File: src/hdl/draw_config.svh
`ifndef DRAW_CONFIG_SVH
`define DRAW_CONFIG_SVH

`define LANES 4

// screen geometry
`define LANE_H 60 // rows per lane band
`define BAND_TOP 200 // first row of lane 0
`define BUTTON_X 420 // key indicator starts here
`define SPRITE_W 60 // row stride inside a sprite

// sprite ROM bases
`define BASE_CLICK 12480
`define BASE_SB 14640
`define BASE_SB_D 15720
`define BASE_SE 16800
`define BASE_SE_D 17880
`define BASE_SS 18960
`define BASE_SS_D 19020
`define BASE_DOWN 19080
`define BASE_UP 22680

// ROM read latency in cycles
`define FETCH_LAT 3

`define POS_W 32
`define COORD_W 10
`define XIDX_W 8
`define ROM_AW 15
`define ROM_DW 16

`endif

File: src/hdl/draw_pkg.sv
`include "draw_config.svh"

package draw_pkg;

	typedef logic [1:0] lane_t;

	// one note slot as seen by the drawing side
	typedef struct packed {
		logic click;
		logic slide_begin;
		logic slide_end;
		logic slide_space;
		logic discarded; // picks the alternate sprite
		logic [`XIDX_W-1:0] x_idx; // sprite column
	} note_t;

	typedef note_t [`LANES-1:0] lane_notes_t;

	// r sits in the low nibble, as in the ROM word
	typedef struct packed {
		logic [3:0] b;
		logic [3:0] g;
		logic [3:0] r;
	} rgb_t;

	typedef logic [`POS_W-1:0] pos_t;
	typedef logic [`COORD_W-1:0] coord_t;

	typedef logic [`ROM_AW-1:0] rom_addr_t;
	typedef logic [`ROM_DW-1:0] rom_data_t;

endpackage

File: src/hdl/frame_ctrl.sv
module frame_ctrl
	import draw_pkg::*;
(
	input logic CLK,
	input logic RESET_L,
	input logic sig_on,
	input pos_t current_pixel,
	output logic vga_reset,
	output logic first_frame,
	output logic ping_pong,
	output pos_t refresh_pixel
);

	logic working;
	pos_t snap [0:1]; // playback position per buffer

	always_ff @(posedge CLK) begin
		if (!RESET_L) begin
			working <= 1'b0;
			first_frame <= 1'b1;
			ping_pong <= 1'b0;
		end else if (sig_on) begin
			if (!working)
				working <= 1'b1;
			else
				first_frame <= 1'b0; // second strobe onwards
			ping_pong <= ~ping_pong;
		end
	end

	// store into the half that becomes the refresh buffer
	always_ff @(posedge CLK) begin
		if (sig_on)
			snap[~ping_pong] <= current_pixel;
	end

	assign refresh_pixel = snap[ping_pong];
	assign vga_reset = ~working;

endmodule

File: src/hdl/refresh_fsm.sv
module refresh_fsm
	import draw_pkg::*;
(
	input logic CLK,
	input logic RESET_L,
	input logic sig_on,
	input logic refresh_done,
	output logic refresh_on,
	output lane_t refresh_lane,
	output logic sig_done
);

	typedef enum logic [3:0] {
		s_idle,
		s_ref_0, s_wait_0,
		s_ref_1, s_wait_1,
		s_ref_2, s_wait_2,
		s_ref_3, s_wait_3,
		s_done
	} state_t;

	state_t state, n_state;

	always_ff @(posedge CLK) begin
		if (!RESET_L)
			state <= s_idle;
		else
			state <= n_state;
	end

	always_comb begin
		n_state = state;
		case (state)
			s_idle: if (sig_on) n_state = s_ref_0; // strobes mid-refresh are dropped
			s_ref_0: n_state = s_wait_0;
			s_wait_0: if (refresh_done) n_state = s_ref_1;
			s_ref_1: n_state = s_wait_1;
			s_wait_1: if (refresh_done) n_state = s_ref_2;
			s_ref_2: n_state = s_wait_2;
			s_wait_2: if (refresh_done) n_state = s_ref_3;
			s_ref_3: n_state = s_wait_3;
			s_wait_3: if (refresh_done) n_state = s_done;
			default: n_state = s_idle;
		endcase
	end

	always_comb begin
		refresh_on = 1'b0;
		refresh_lane = 2'd0;
		case (state)
			s_ref_0: refresh_on = 1'b1;
			s_ref_1: begin
				refresh_on = 1'b1;
				refresh_lane = 2'd1;
			end
			s_ref_2: begin
				refresh_on = 1'b1;
				refresh_lane = 2'd2;
			end
			s_ref_3: begin
				refresh_on = 1'b1;
				refresh_lane = 2'd3;
			end
			s_wait_1: refresh_lane = 2'd1;
			s_wait_2: refresh_lane = 2'd2;
			s_wait_3: refresh_lane = 2'd3;
			default: refresh_lane = 2'd0;
		endcase
	end

	assign sig_done = (state == s_done);

endmodule

File: src/hdl/sprite_addr_gen.sv
`include "draw_config.svh"

module sprite_addr_gen
	import draw_pkg::*;
(
	input coord_t vga_x,
	input coord_t vga_y,
	input logic vga_request,
	input logic first_frame,
	input lane_notes_t lane_notes,
	input logic [3:0] is_key_down,
	output rom_addr_t addr,
	output logic fetch_start,
	output logic next_line,
	output lane_t next_line_lane
);

	logic in_band;
	lane_t band;
	rom_addr_t row_off;
	note_t cur;
	rom_addr_t base;
	rom_addr_t idx;
	logic hit;

	// which lane band the row falls in
	always_comb begin
		in_band = 1'b0;
		band = '0;
		row_off = '0;
		for (int i = 0; i < `LANES; i++) begin
			if (vga_y >= coord_t'(`BAND_TOP + i * `LANE_H) &&
					vga_y < coord_t'(`BAND_TOP + (i + 1) * `LANE_H)) begin
				in_band = 1'b1;
				band = lane_t'(i);
				row_off = rom_addr_t'(vga_y - coord_t'(`BAND_TOP + i * `LANE_H));
			end
		end
	end

	assign cur = lane_notes[band];

	always_comb begin
		base = '0;
		idx = '0;
		hit = 1'b1;
		if (vga_x < coord_t'(`BUTTON_X)) begin
			idx = rom_addr_t'(cur.x_idx);
			// click wins over the slide kinds
			if (cur.click)
				base = rom_addr_t'(`BASE_CLICK);
			else if (cur.slide_begin)
				base = cur.discarded ? rom_addr_t'(`BASE_SB_D) : rom_addr_t'(`BASE_SB);
			else if (cur.slide_end)
				base = cur.discarded ? rom_addr_t'(`BASE_SE_D) : rom_addr_t'(`BASE_SE);
			else if (cur.slide_space)
				base = cur.discarded ? rom_addr_t'(`BASE_SS_D) : rom_addr_t'(`BASE_SS);
			else
				hit = 1'b0; // empty slot
		end else begin
			idx = rom_addr_t'(vga_x - coord_t'(`BUTTON_X));
			base = is_key_down[band] ? rom_addr_t'(`BASE_DOWN) : rom_addr_t'(`BASE_UP);
		end
	end

	assign addr = (in_band && hit) ? base + rom_addr_t'(idx * `SPRITE_W) + row_off : '0;
	assign fetch_start = vga_request && !first_frame;

	// line advance on the row after each band
	always_comb begin
		next_line = 1'b0;
		next_line_lane = '0;
		for (int i = 0; i < `LANES; i++) begin
			if (vga_request && vga_y == coord_t'(`BAND_TOP + (i + 1) * `LANE_H)) begin
				next_line = 1'b1;
				next_line_lane = lane_t'(i);
			end
		end
	end

endmodule

File: src/hdl/sprite_fetch.sv
`include "draw_config.svh"

module sprite_fetch
	import draw_pkg::*;
(
	input logic CLK,
	input logic RESET_L,
	input logic vga_request,
	input logic fetch_start,
	input rom_addr_t addr,
	input rom_data_t ds_data,
	output rom_addr_t ds_addr,
	output logic ds_en,
	output rgb_t vga_rgb
);

	logic [1:0] lat_cnt;

	always_ff @(posedge CLK) begin
		if (!RESET_L) begin
			ds_en <= 1'b0;
			lat_cnt <= 2'd0;
			vga_rgb <= '0;
		end else if (fetch_start) begin
			ds_en <= 1'b1; // restart drops any fetch in flight
			lat_cnt <= 2'd1;
		end else if (vga_request) begin
			vga_rgb <= '0; // first frame shows black
		end else if (ds_en) begin
			if (lat_cnt == 2'(`FETCH_LAT)) begin
				vga_rgb <= rgb_t'(ds_data[11:0]);
				ds_en <= 1'b0;
				lat_cnt <= 2'd0;
			end else begin
				lat_cnt <= lat_cnt + 2'd1;
			end
		end
	end

	always_ff @(posedge CLK) begin
		if (fetch_start)
			ds_addr <= addr;
	end

endmodule

File: src/hdl/draw_top.sv
module draw_top
	import draw_pkg::*;
(
	input logic CLK,
	input logic RESET_L,
	input logic sig_on,
	output logic sig_done,
	input pos_t current_pixel,
	input logic refresh_done,
	input lane_notes_t lane_notes,
	input logic [3:0] is_key_down,
	input coord_t vga_x,
	input coord_t vga_y,
	input logic vga_request,
	input rom_data_t ds_data,
	output logic refresh_on,
	output lane_t refresh_lane,
	output logic refresh_buf,
	output pos_t refresh_pixel,
	output logic draw_buf,
	output logic next_line,
	output lane_t next_line_lane,
	output logic vga_reset,
	output rom_addr_t ds_addr,
	output logic ds_en,
	output rgb_t vga_rgb
);

	logic ping_pong;
	logic first_frame;
	rom_addr_t addr;
	logic fetch_start;

	frame_ctrl i_frame_ctrl (
		.CLK(CLK),
		.RESET_L(RESET_L),
		.sig_on(sig_on),
		.current_pixel(current_pixel),
		.vga_reset(vga_reset),
		.first_frame(first_frame),
		.ping_pong(ping_pong),
		.refresh_pixel(refresh_pixel)
	);

	refresh_fsm i_refresh_fsm (
		.CLK(CLK),
		.RESET_L(RESET_L),
		.sig_on(sig_on),
		.refresh_done(refresh_done),
		.refresh_on(refresh_on),
		.refresh_lane(refresh_lane),
		.sig_done(sig_done)
	);

	sprite_addr_gen i_sprite_addr_gen (
		.vga_x(vga_x),
		.vga_y(vga_y),
		.vga_request(vga_request),
		.first_frame(first_frame),
		.lane_notes(lane_notes),
		.is_key_down(is_key_down),
		.addr(addr),
		.fetch_start(fetch_start),
		.next_line(next_line),
		.next_line_lane(next_line_lane)
	);

	sprite_fetch i_sprite_fetch (
		.CLK(CLK),
		.RESET_L(RESET_L),
		.vga_request(vga_request),
		.fetch_start(fetch_start),
		.addr(addr),
		.ds_data(ds_data),
		.ds_addr(ds_addr),
		.ds_en(ds_en),
		.vga_rgb(vga_rgb)
	);

	// refresh one half, draw the other
	assign refresh_buf = ping_pong;
	assign draw_buf = ~ping_pong;

endmodule

File: config.mk
export PLATFORM = sky130hd
export DESIGN_NAME = draw_top
export DESIGN_NICKNAME = d
export VERILOG_FILES = /design/src/hdl/draw_pkg.sv /design/src/hdl/frame_ctrl.sv /design/src/hdl/refresh_fsm.sv /design/src/hdl/sprite_addr_gen.sv /design/src/hdl/sprite_fetch.sv /design/src/hdl/draw_top.sv
export VERILOG_INCLUDE_DIRS = /design/src /design/src/hdl
export SDC_FILE = /design/constraint.sdc
export NUM_CORES = 1
export LEC_CHECK = 0
export BUFFER_PORTS_ARGS = -buffer_cell sky130_fd_sc_hd__buf_2
export CORE_MARGIN = 4
export CORE_UTILIZATION = 50
export CTS_CLUSTER_DIAMETER = 50
export DETAILED_ROUTE_END_ITERATION = 7
export PLACE_DENSITY = 0.84
export SYNTH_ARGS = -nofsm -noshare
export SYNTH_HDL_FRONTEND = slang
export SYNTH_SLANG_ARGS = --single-unit
File: constraint.sdc
create_clock -name CLK -period 21.3 [get_ports CLK]
set_input_delay 1.065 -clock CLK [delete_from_list [all_inputs] [get_ports CLK]]
set_output_delay 1.065 -clock CLK [all_outputs]
set_load 0.01 [all_outputs]
# --- Word-level counts from Yosys, hierarchy flattened ---
# Memories as Yosys holds them, arrays and structs flattened. A register that Yosys moved wholly into a read port is not among the register bits.
# Cells that the tools add are included.
totals:
  ram_bits: 64
  memories: 1
  latch_bits: 0
  romBits: 0
  register_bits: 37
  wordCells: 141
memory_table:
  columns: ["memory", "depth", "word_bits", "rd", "rd_clocked_by_memory_dff", "wr", "line_no", "rtl"]
  rows:
  - ["i_frame_ctrl.snap", 2, 32, 1, 1, 1, "frame_ctrl.sv:15", "pos_t snap [0:1];"]
op_classes:
  eq_ne: 20
  n_bitwise: 5
  shift: 0
  reduce_logical: 25
  addsub: 8
  div_mod_pow: 0
  mul: 1
  mux: 60
  order_cmp: 10
op_table:
  columns: ["op", "count"]
  rows:
  - ["two-way mux 15 bit", 10]
  - ["< comparator 10 x 9 -> 1 bit (second input constant)", 5]
  - ["subtractor 10 x 9 -> 11 bit (second input constant)", 4]
  - ["== test 10 x 9 -> 1 bit (second input constant)", 4]
  - ["two-way mux 12 bit", 3]
  - ["one-hot mux 4 bit (9 select lines)", 1]
  - ["adder 15 bit", 2]
  - [">= comparator 10 x 9 -> 1 bit (second input constant)", 3]
  - ["two-way mux 1 bit", 28]
  - ["binary-select mux 13 bit (select 2 bit)", 1]
  - ["two-way mux 13 bit", 2]
  - ["two-way mux 11 bit", 2]
  - ["two-way mux 4 bit", 5]
  - ["== test 4 x 3 -> 1 bit (second input constant)", 4]
  - ["multiplier 15 x 4 -> 13 bit (second input constant)", 1]
  - ["subtractor 10 x 8 -> 11 bit (second input constant)", 1]
  - [">= comparator 10 x 8 -> 1 bit (second input constant)", 1]
  - ["logical AND 1 bit", 10]
  - ["two-way mux 2 bit", 5]
  - ["!= test 2 bit (second input constant)", 5]
  - ["== test 4 x 2 -> 1 bit (second input constant)", 2]
  - ["== test 4 bit (second input constant)", 2]
  - ["OR reduction 2 bit", 4]
  - ["two-way mux 7 bit", 1]
  - ["other kinds (15)", 23]

# --- Logic depth before layout (Yosys ltp) ---
# Gate-level depths: netlist of run 1.
depth:
  ltp_word: 15
  mapped_depth: 33
  depth_no_buf: 31

# --- Cells and area by module ---
# From an unflattened synthesis of run 1, not the netlist that was laid out.
unflattened:
  hier_cells: 659
  hier_area_um2: 7288.2
by_module_without_submodules:
  columns: ["mod", "n_inst", "seq_area_each_um2", "cells_each", "area_each_um2"]
  rows:
  - ["sprite_addr_gen", 1, 0.0, 457, 3413.3]
  - ["frame_ctrl", 1, 2001.9, 114, 2621.3]
  - ["sprite_fetch", 1, 750.7, 57, 997.2]
  - ["refresh_fsm", 1, 80.1, 30, 252.7]
  - ["draw_top", 1, 0.0, 1, 3.8]

# --- Worst setup path after synthesis of run 1 ---
# No wires, ideal clock.
synth_path:
  path_type: "input -> register"
  from: "input vga_y[6]"
  to: "register i_sprite_fetch.ds_addr[14] (data pin)"
  arrival_time_ns: 7.288
  slack_ns: 13.752
  path_stages: 28
  path_cell_list: "inv_1 -> ha_1 -> a41o_1 -> a21o_1 -> a21oi_2 -> clkbuf_1 -> buf_1 -> nor3_1 -> o311a_1 -> a21oi_1 -> fa_1 -> fa_1 -> ha_1 -> a21o_1 -> a21oi_1 -> nor2b_1 -> o21a_1 -> nor2_1 -> xor2_1 -> fa_1 -> inv_1 -> ha_1 -> and2_1 -> o21ai_0 -> o21ai_0 -> o41ai_1 -> nor2_1 -> mux2_4"
synth_via:
  elab_chain_len: 15
synth_lines:
  columns: ["element", "line_no", "rtl"]
  rows:
  - ["start, declared", "draw_top.sv:13", "input coord_t vga_y,"]
  - ["branches (longest 15 deep; another with multiplier 15 x 4 -> 13 bit)", null, null]
  - ["end signal, assigned", "sprite_fetch.sv:42", "ds_addr <= addr;"]
  - ["end, declared", "sprite_fetch.sv:12", "output rom_addr_t ds_addr,"]
# Several ways; the timed one is not identified. The select of a mux whose other input is x is not followed.
# A chain may end at the register's enable or synchronous reset.

# --- Final worst setup path of run 1 ---
layout_path:
  from: "input vga_y[7]"
  to: "register i_sprite_fetch.ds_addr[14] (data pin)"
# Same word-level chain as after synthesis.

==> run metrics, run 1 <==
clk_lat worst skew 0.33 ns; cts hold-fix bufs 0; # nets final 1,063; Pwr Total 0.000873 W; cell taking the most area after synthesis edfxtp_1; Logic pwr share 55.1%; vias in the first global route 5,537; total number of vias 5,740; Final Util 61.0%; Post-Syn Instances 676; DP Cell Count 1,030; RSZ-0062 raised after global routing false; GR Util All Layers 20.0%; post-route ant nets 0; arrival time worst endpoint 8.29 ns; global-route wire length before repair 26.4 mm; TritonRoute pass-1 iters 5; layout cell share with drive strength beyond 1 30.5%; final WL 16.4 mm; worst hold path type register to register; synth top area cells edfxtp_1 (34%), fa_1 (9.1%), ha_1 (7.3%); Mapped Area 0.00702 sq mm; # resized after CTS 0; Placeable Area 0.0138 sq mm; Internal Pwr Total 0.000539 W; EDFF count, synth 79; clock sink count 102; power per cell area 104 mW/mm^2; vias per inst 5.49; status complete, no violations; DRT iter0 DRCs 374; Final Cycle Share 38.5%; synth warn 0; WL per Instance 15.6 um; crit path max fanout 25; Initial Util 50.8%; R2R setup slack 19.25 ns; die area 0.0160 sq mm; Synth top area share 33.8%; Fill cells 1,153; Req. time, crit path 21.39 ns; Final Skew 0.00872 ns; Switch Pwr 0.000334 W; gp weighted congestion 0.952; Main synth FF type edfxtp_1; setup TNS 0 ns; Clock Tree Root clkbuf_16; count leader, synth edfxtp_1; min Tclk post-route 8.20 ns; Max Clk Rate 122 MHz; FF+latch count, synth 102; CTS max path bufs 2; area added between synthesis and finish 20.1%; largest net degree at the start of global routing 33; Max Cap Violations 0; fin cells 1,046; CTS tree done; Row Count 43; Final Slew Violations 0; H-tree levels 3; VDD IR max 0.0000933 V; Die H 126 um; number of distinct library cells after synthesis 66; # DRC 0; Net Count, Synth 878; Die X 126 um; crit path capture type register; number of port buffers 194; setup bufs post-CTS 0; initial antenna violation count 0; worst-margin pin slew 0.977 ns; ys async rst share 0%; Ant. Diodes 0; Crit-path slowest cell a21o_1; CP max stage delay 0.65 ns; clock-pin transition on the worst setup and hold timing paths 0.07 ns; Post-Syn Area per Cell 10.4 sq um; Hold Path Sink i_frame_ctrl.working$_SDFFE_PN0P_; most frequent cells after synthesis edfxtp_1 (79), inv_1 (62), nor2_1 (61); Sw Share 38.3%; final setup violating endpoints 0; crit start category input port; sequential fraction of the synthesis area 40.4%; Place WS 12.83 ns; cts bufs inserted 9; r2r endpoint i_sprite_fetch.vga_rgb[11]$_SDFFE_PN0P_; I/O pin cnt 199; share of power burned in registers 27.1%; hold_sp i_frame_ctrl.working$_SDFFE_PN0P_; origin of the critical flop-to-flop path i_sprite_fetch.lat_cnt[0]$_SDFFE_PN0P_; Rel. slew slack 34.7%; GR Overflow Total 0; Final WS setup 13.10 ns; worst r2r path cells 6; WS Path Type input port to register; Pleak 3.80 nW; Clock Power Share 17.7%; hold path depth 1; Final Hold Viols 0; HPWL after DPL 13.0 mm
kinds of logic after synthesis:
group | count (synthesis) | share of synthesized area [%]
AOI/OAI and AO/OA | 151 | 14.4
xor gates and xnor gates | 29 | 3.82
adders and majority gates | 73 | 16.4
buffers and inverters | 88 | 4.99
DFF | 102 | 40.4
muxes | 42 | 6.63
and+or+nand+nor | 191 | 13.4
power groups by stage:
stage / combinational (W) / sequential, W / clock [W]
finish: 0.000481 / 0.000237 / 0.000155
global route: 0.000558 / 0.000238 / 0.000167
CTS: 0.000485 / 0.000237 / 0.000159
detailed placement: 0.000481 / 0.000242 / 0
global placement: 0.000467 / 0.000241 / 0
floorplan: 0.000385 / 0.000242 / 0
flip-flops by register name (all words and copies together), names as in the netlist, named ones only:
name	flops
i_frame_ctrl.first_frame	1
i_frame_ctrl.ping_pong	1
i_frame_ctrl.snap	64
i_frame_ctrl.working	1
i_refresh_fsm.state	4
i_sprite_fetch.ds_addr	15
i_sprite_fetch.ds_en	1
i_sprite_fetch.lat_cnt	2
i_sprite_fetch.vga_rgb	12
critical path: cells and delay by family:
kind | cells | cell delay (ns)
adders and majority gates | 6 | 2.49
xor gates and xnor gates | 1 | 0.17
buffers and inverters | 3 | 0.38
muxes | 1 | 0.27
and+or+nand+nor | 7 | 1.12
AOI/OAI and AO/OA | 8 | 2.78
layout make-up:
cell class	instances	area [sq um]	share of cell area (%)
Clock buffer	10	239	2.83
Clock inverter	6	50.0	0.594
Inverter	62	233	2.76
Multi-Input combinational cell	486	3830	45.5
Sequential cell	102	2830	33.6
Tap cell	180	225	2.67
Timing Repair Buffer	200	1020	12.1
routing by layer:
metal  vias up  GRT usage, %  wire length, um
met4         0          7.32              450
met3        33          3.66             1200
met2       232          34.7             8030
li1       2774             -                -
met1      2701          25.1             6680
met5         -             0                0
worst max path at each step:
stage | end | cells past startpoint | slack, ns | start
floorplan | i_sprite_fetch.ds_addr[14]$_SDFFCE_PN0P_ | 28 | 13.75 | vga_y[6]
global placement | i_sprite_fetch.ds_addr[14]$_SDFFCE_PN0P_ | 27 | 12.92 | vga_y[7]
detailed placement | i_sprite_fetch.ds_addr[14]$_SDFFCE_PN0P_ | 27 | 12.83 | vga_y[7]
CTS | i_sprite_fetch.ds_addr[14]$_SDFFCE_PN0P_ | 27 | 13.16 | vga_y[7]
global route | i_sprite_fetch.ds_addr[14]$_SDFFCE_PN0P_ | 27 | 12.50 | vga_y[7]
finish | i_sprite_fetch.ds_addr[14]$_SDFFCE_PN0P_ | 26 | 13.10 | vga_y[7]
cells in the final DEF, fill, tap and decap left out, types with 12 or more instances in the layout:
cell type / netlist / layout
nor2_1: 61 / 61
ha_1: 41 / 41
o21ai_0: 31 / 31
inv_1: 62 / 62
a22oi_1: 12 / 12
nand2_1: 48 / 48
dfxtp_1: 23 / 23
a21oi_1: 37 / 37
buf_2: 7 / 194
nor3_1: 15 / 15
xnor2_1: 19 / 19
fa_1: 32 / 32
a21o_1: 12 / 12
mux2_2: 32 / 32
nor2b_1: 20 / 20
edfxtp_1: 79 / 79
stage by stage:
stage / area [sq um] / hold slack [ns]
2_1_floorplan: 7020 / 0.444
3_3_place_gp: 8140 / 0.463
3_5_place_dp: 8140 / 0.478
4_1_cts: 8430 / 0.492
5_1_grt: 8430 / 0.512
6_report: 8430 / 0.491
Note: power is estimated with default switching activity, not from simulation.
==> run 2, diff against run 1 <==
- ABC_AREA: not set -> 1
- clock period: 21.3 -> 8.45 ns (I/O delays scaled with it)
==> run 2 against run 1 <==
Sequential cell count did not move. Routed wire length increased by 5.8%. Sequential share of layout area fell by 1.3 points. First-iteration DRC count decreased by 9.1%. Combinational power rose to 3.7 times the previous value. Clock power increased to 2.6 times the previous value. Power rose to 3.2 times the previous value. Clock-buffer cell count decreased by 1.
==> run metrics, run 2 <==
commonest non-fill, non-tap cells in the layout buf_2 (194), nand2_1 (115), inv_1 (112); Finished Cell Area 0.00876 sq mm; global-route wire length before repair 27.2 mm; max reg flops 64; count leader, synth nand2_1; Max Clk Rate 134 MHz; final WL 17.3 mm; most frequent CP cell nand2_1; CP max stage delay 0.57 ns; clock-pin transition on the worst setup and hold timing paths 0.07 ns; largest net degree at the start of global routing 33; power per cell area 321 mW/mm^2; Pleak 4.08 nW; Main synth FF type edfxtp_1; arrival time worst endpoint 7.53 ns; dpl cell area 0.00846 sq mm; GR Overflow Total 0; Crit-path slowest cell fa_1; final setup violating endpoints 0; WL per Instance 14.7 um; I/O pin cnt 199; Req. time, crit path 8.54 ns; area added between synthesis and finish 18.8%; Fill cells 1,239; clock sink count 102; Final Slew Violations 0; Post-Syn Area per Cell 9.15 sq um; Switch Pwr 0.00123 W; crit path max fanout 16; sequential fraction of the synthesis area 38.4%; synth top area cells edfxtp_1 (32%), fa_1 (8.7%), ha_1 (7.0%); Die H 129 um; Setup crit start vga_y[4]; # DRC 0; CTS max path bufs 2; number of distinct library cells after synthesis 52; die area 0.0168 sq mm; Row Count 44; status complete, no violations; cell taking the most area after synthesis edfxtp_1; clk_lat worst skew 0.34 ns; number of port buffers 194; biggest regs i_frame_ctrl.snap (64), i_sprite_fetch.ds_addr (15), i_sprite_fetch.vga_rgb (12); FF+latch count, synth 102; Final Cycle Share 88.0%; GR Util All Layers 20.0%; crit start category input port; Max Cap Violations 0; Most flops, register i_frame_ctrl.snap; VDD IR max 0.000199 V; HPWL after DPL 14.0 mm; commonest non-fill, non-tap cell in the layout buf_2; Initial Util 50.9%; TritonRoute pass-1 iters 6; synth warn 0; Placeable Area 0.0145 sq mm; RSZ-0062 raised after global routing false; H-tree levels 3; # nets final 1,193; Internal Pwr Total 0.00159 W; setup bufs post-CTS 0; Final Util 60.5%; Post-Syn Instances 806; ys async rst share 0%; gp weighted congestion 0.937; share of power burned in registers 22.8%; Sw Share 43.6%; Clock Power Share 14.6%; Final Skew 0.00853 ns; cts hold-fix bufs 0; WS Path Type input port to register; Rel. slew slack 41.6%; EDFF count, synth 79; Ant. Diodes 0; most frequent cells after synthesis nand2_1 (115), inv_1 (112), edfxtp_1 (79); Pwr Total 0.00281 W; post-route ant nets 0; cts bufs inserted 9; total number of vias 6,205; crit path capture type register; Mapped Area 0.00737 sq mm; worst-margin pin slew 0.867 ns; Final Hold Viols 0; Die X 129 um; CTS tree done; hold_sp current_pixel[16]; vias per inst 5.26; min Tclk post-route 7.44 ns; Logic pwr share 62.7%; worst hold path type input port to register; origin of the critical flop-to-flop path i_sprite_fetch.lat_cnt[0]$_SDFFE_PN0P_; DRT iter0 DRCs 340; layout cell share with drive strength beyond 1 29.7%; setup TNS 0 ns; initial antenna violation count 0; Synth top area share 32.2%; # resized after CTS 0; Net Count, Synth 1,008; vias in the first global route 5,901; Clock Tree Root clkbuf_16
## run 2: per-layer routing
layer	vias to the layer above	part of all wire, %	track usage (%)
met4	0	2.0	5.99
met2	254	49	36.0
li1	3082	-	-
met1	2841	41	24.4
met5	-	0	0
met3	28	8.6	3.59
## run 2: final timing paths
path	to	slack, ns	cells past startpoint
setup / recovery	i_sprite_fetch.ds_addr[14]$_SDFFCE_PN0P_	1.01	42
hold / removal	i_frame_ctrl.snap[1][16]$_DFFE_PP_	0.27	1
setup reg to reg	i_sprite_fetch.vga_rgb[5]$_SDFFE_PN0P_	6.84	4
hold reg to reg	i_sprite_fetch.vga_rgb[11]$_SDFFE_PN0P_	0.48	2
## run 2: stage by stage
| stage | cells | setup WS, ns | hold slack, ns |
|---|---|---|---|
| 6_report | 1180 | 1.01 | 0.275 |
| 5_1_grt | 1180 | 0.271 | 0.257 |
| 4_1_cts | 1180 | 1.05 | 0.262 |
| 3_5_place_dp | 1164 | 0.713 | 0.468 |
| 3_3_place_gp | 1164 | 0.909 | 0.464 |
| 2_1_floorplan | 806 | 1.64 | 0.447 |
## run 2: final cells by class
cell class / count / area (sq um) / share of cell area (%)
tap: 184 / 230 / 2.63
clock inverter: 7 / 78.8 / 0.900
timing repair buffer: 199 / 1010 / 11.5
clock buffer: 9 / 225 / 2.57
inverter: 118 / 443 / 5.06
multi-input combinational: 561 / 3940 / 45.0
sequential: 102 / 2830 / 32.3
## run 2: critical path, delay by kind of cell
family | cells | cell delay [ns]
AND/OR/NAND/NOR | 22 | 2.09
AO/OA/AOI/OAI | 7 | 1.63
XOR/XNOR | 2 | 0.30
buffers and inverters | 5 | 0.55
adder cells (fa/ha/maj) | 6 | 2.51
## run 2: cells by family after synthesis
logic type | Yosys count | share of synthesized area [%]
and+or+nand+nor | 294 | 19.1
AOI/OAI and AO/OA | 143 | 11.6
buffers and inverters | 143 | 8.10
DFF | 102 | 38.4
adders and majority gates | 73 | 15.6
muxes | 32 | 4.89
xor gates and xnor gates | 19 | 2.26
## run 2: power groups by stage
stage | Combinational (W) | Clock [W] | Sequential [W]
2_1_floorplan | 0.00143 | 0 | 0.000658
3_3_place_gp | 0.00172 | 0 | 0.000649
3_5_place_dp | 0.00176 | 0 | 0.000652
4_1_cts | 0.00178 | 0.000419 | 0.000641
5_1_grt | 0.00205 | 0.000445 | 0.000643
6_report | 0.00176 | 0.000410 | 0.000640
==> run 3, diff against run 2 <==
- PLACE_DENSITY: 0.84 -> 0.77
- RECOVER_POWER: not set -> 50
==> run 3 against run 2 <==
The run now ends with capacitance limit, slew limit left. Clock-buffer cell count grew 2. Maximum frequency up 1.4%. Via count is 1.5% lower. Non-clock buffer count did not move. Hold slack got worse by 0.0033 ns. Routed wire length fell by 1.1%. Worst setup slack better by 0.10 ns. Final area fell by 0.73%. Sequential cell count stayed put. Power down 1.3%. Critical path type unchanged. Highest routed layer unchanged.
==> run metrics, run 3 (synthesis results as in run 2) <==
Crit path depth 45; most frequent CP cell nand2_1; hold path depth 1; vias in the first global route 5,927; arrival time worst endpoint 7.42 ns; number of port buffers 194; origin of the critical flop-to-flop path i_frame_ctrl.ping_pong$_SDFFE_PN0P_; Die X 129 um; Ant. Diodes 0; Final Cycle Share 86.8%; CP max stage delay 0.53 ns; Max Clk Rate 136 MHz; crit path buf inv count 8; min Tclk post-route 7.33 ns; max reg flops 64; vias per inst 5.18; VDD IR max 0.000243 V; Register Area 0.00283 sq mm; Crit-path slowest cell fa_1; die area 0.0168 sq mm; failing checks capacitance limit, slew limit; worst hold path type input port to register; RSZ-0062 raised after global routing false; Fill cells 1,283; initial antenna violation count 0; Hold Path Sink i_frame_ctrl.snap[0][28]$_DFFE_PP_; Final Hold Viols 0; commonest non-fill, non-tap cell in the layout buf_2; cts bufs inserted 9; crit-path leading delay family adder cells; Clock Tree Root clkbuf_16; area added between synthesis and finish 18.0%; TritonRoute pass-1 iters 5; crit path max fanout 20; biggest regs i_frame_ctrl.snap (64), i_sprite_fetch.ds_addr (15), i_sprite_fetch.vga_rgb (12); worst r2r path cells 2; # resized after CTS 0; multi-input logic area 0.00394 sq mm; H-tree levels 3; worst-margin pin slew 1.79 ns; largest net degree at the start of global routing 33; power per cell area 319 mW/mm^2; clock-pin transition on the worst setup and hold timing paths 0.06 ns; hold_sp current_pixel[28]; Final Skew 0.00671 ns; commonest non-fill, non-tap cells in the layout buf_2 (166), nand2_1 (115), inv_1 (112); crit path capture type register; Final Slew Violations 33; WHS 0.271 ns; CTS tree done; final setup violating endpoints 0; WL per Instance 14.5 um; Most flops, register i_frame_ctrl.snap; HPWL after DPL 14.0 mm; GR Util All Layers 20.3%; layout cell share with drive strength beyond 1 26.4%; Initial Util 50.9%; crit start category input port; status complete, but fails checks; I/O pin cnt 199; post-route ant nets 0; clock sink count 102; CTS max path bufs 2; Max Cap Violations 1; Placeable Area 0.0145 sq mm; # nets final 1,193; R2R setup slack 6.23 ns; # DRC 0; setup bufs post-CTS 0; DRT iter0 DRCs 463; Die H 129 um; global-route wire length before repair 27.6 mm; Rel. slew slack -19.6%; r2r endpoint i_frame_ctrl.snap[0][10]$_DFFE_PP_; cts hold-fix bufs 0; clk_lat worst skew 0.34 ns; total number of vias 6,114; gp weighted congestion 0.919; Pleak 3.96 nW; Req. time, crit path 8.54 ns; WS Path Type input port to register; final WL 17.1 mm; Row Count 44; GR Overflow Total 0; setup TNS 0 ns
-- run 3: changes by cell type in the layout (fill, tap and decap cells not counted), sizes merged --
| cell | delta |
|---|---|
| clkinv | +1 |
| inv | -3 |
| buf | -30 |
| clkbuf | +32 |
-- run 3: through the flow --
step                      setup slack, ns  util [%]  total power (W)  instance area, sq um  cells
after floorplan                      1.64         -          0.00208                  7370    806
after global placement              0.860      58.4          0.00238                  8460   1164
after detailed placement            0.704      58.4          0.00241                  8460   1164
after CTS                            1.05      60.4          0.00281                  8740   1180
after global routing                0.349      60.1          0.00309                  8700   1180
final                                1.12      60.1          0.00278                  8700   1180
-- run 3: routing by layer --
| layer | vias up | routed length (um) | share of wire, % | GRT usage, % |
|---|---|---|---|---|
| li1 | 3075 | - | - | - |
| met1 | 2783 | 7470 | 44 | 26.2 |
| met2 | 237 | 8200 | 48 | 35.7 |
| met3 | 19 | 1210 | 7.1 | 3.50 |
| met4 | 0 | 230 | 1.3 | 5.26 |
| met5 | - | 0 | 0 | 0 |
-- run 3: final cells by class --
class,count,area share [%]
Tap cell,184,2.65
Inverter,118,5.09
Clock buffer,11,2.68
Clock inverter,5,0.575
Multi-Input combinational cell,561,45.3
Timing Repair Buffer,199,11.1
Sequential cell,102,32.6
-- run 3: worst max-delay path by stage --
stage	startpoint	end	slack (ns)
finish	vga_y[6]	i_sprite_fetch.ds_addr[14]$_SDFFCE_PN0P_	1.12
global route	vga_y[6]	i_sprite_fetch.ds_addr[14]$_SDFFCE_PN0P_	0.35
CTS	vga_y[6]	i_sprite_fetch.ds_addr[14]$_SDFFCE_PN0P_	1.05
detailed placement	vga_y[6]	i_sprite_fetch.ds_addr[14]$_SDFFCE_PN0P_	0.70
global placement	vga_y[6]	i_sprite_fetch.ds_addr[14]$_SDFFCE_PN0P_	0.86
floorplan	vga_y[4]	i_sprite_fetch.ds_addr[14]$_SDFFCE_PN0P_	1.64
-- run 3: power by group --
part	internal [W]	switching, W
sequential	0.000630	0.0000120
clock	0.000227	0.000160
combinational	0.000719	0.00103
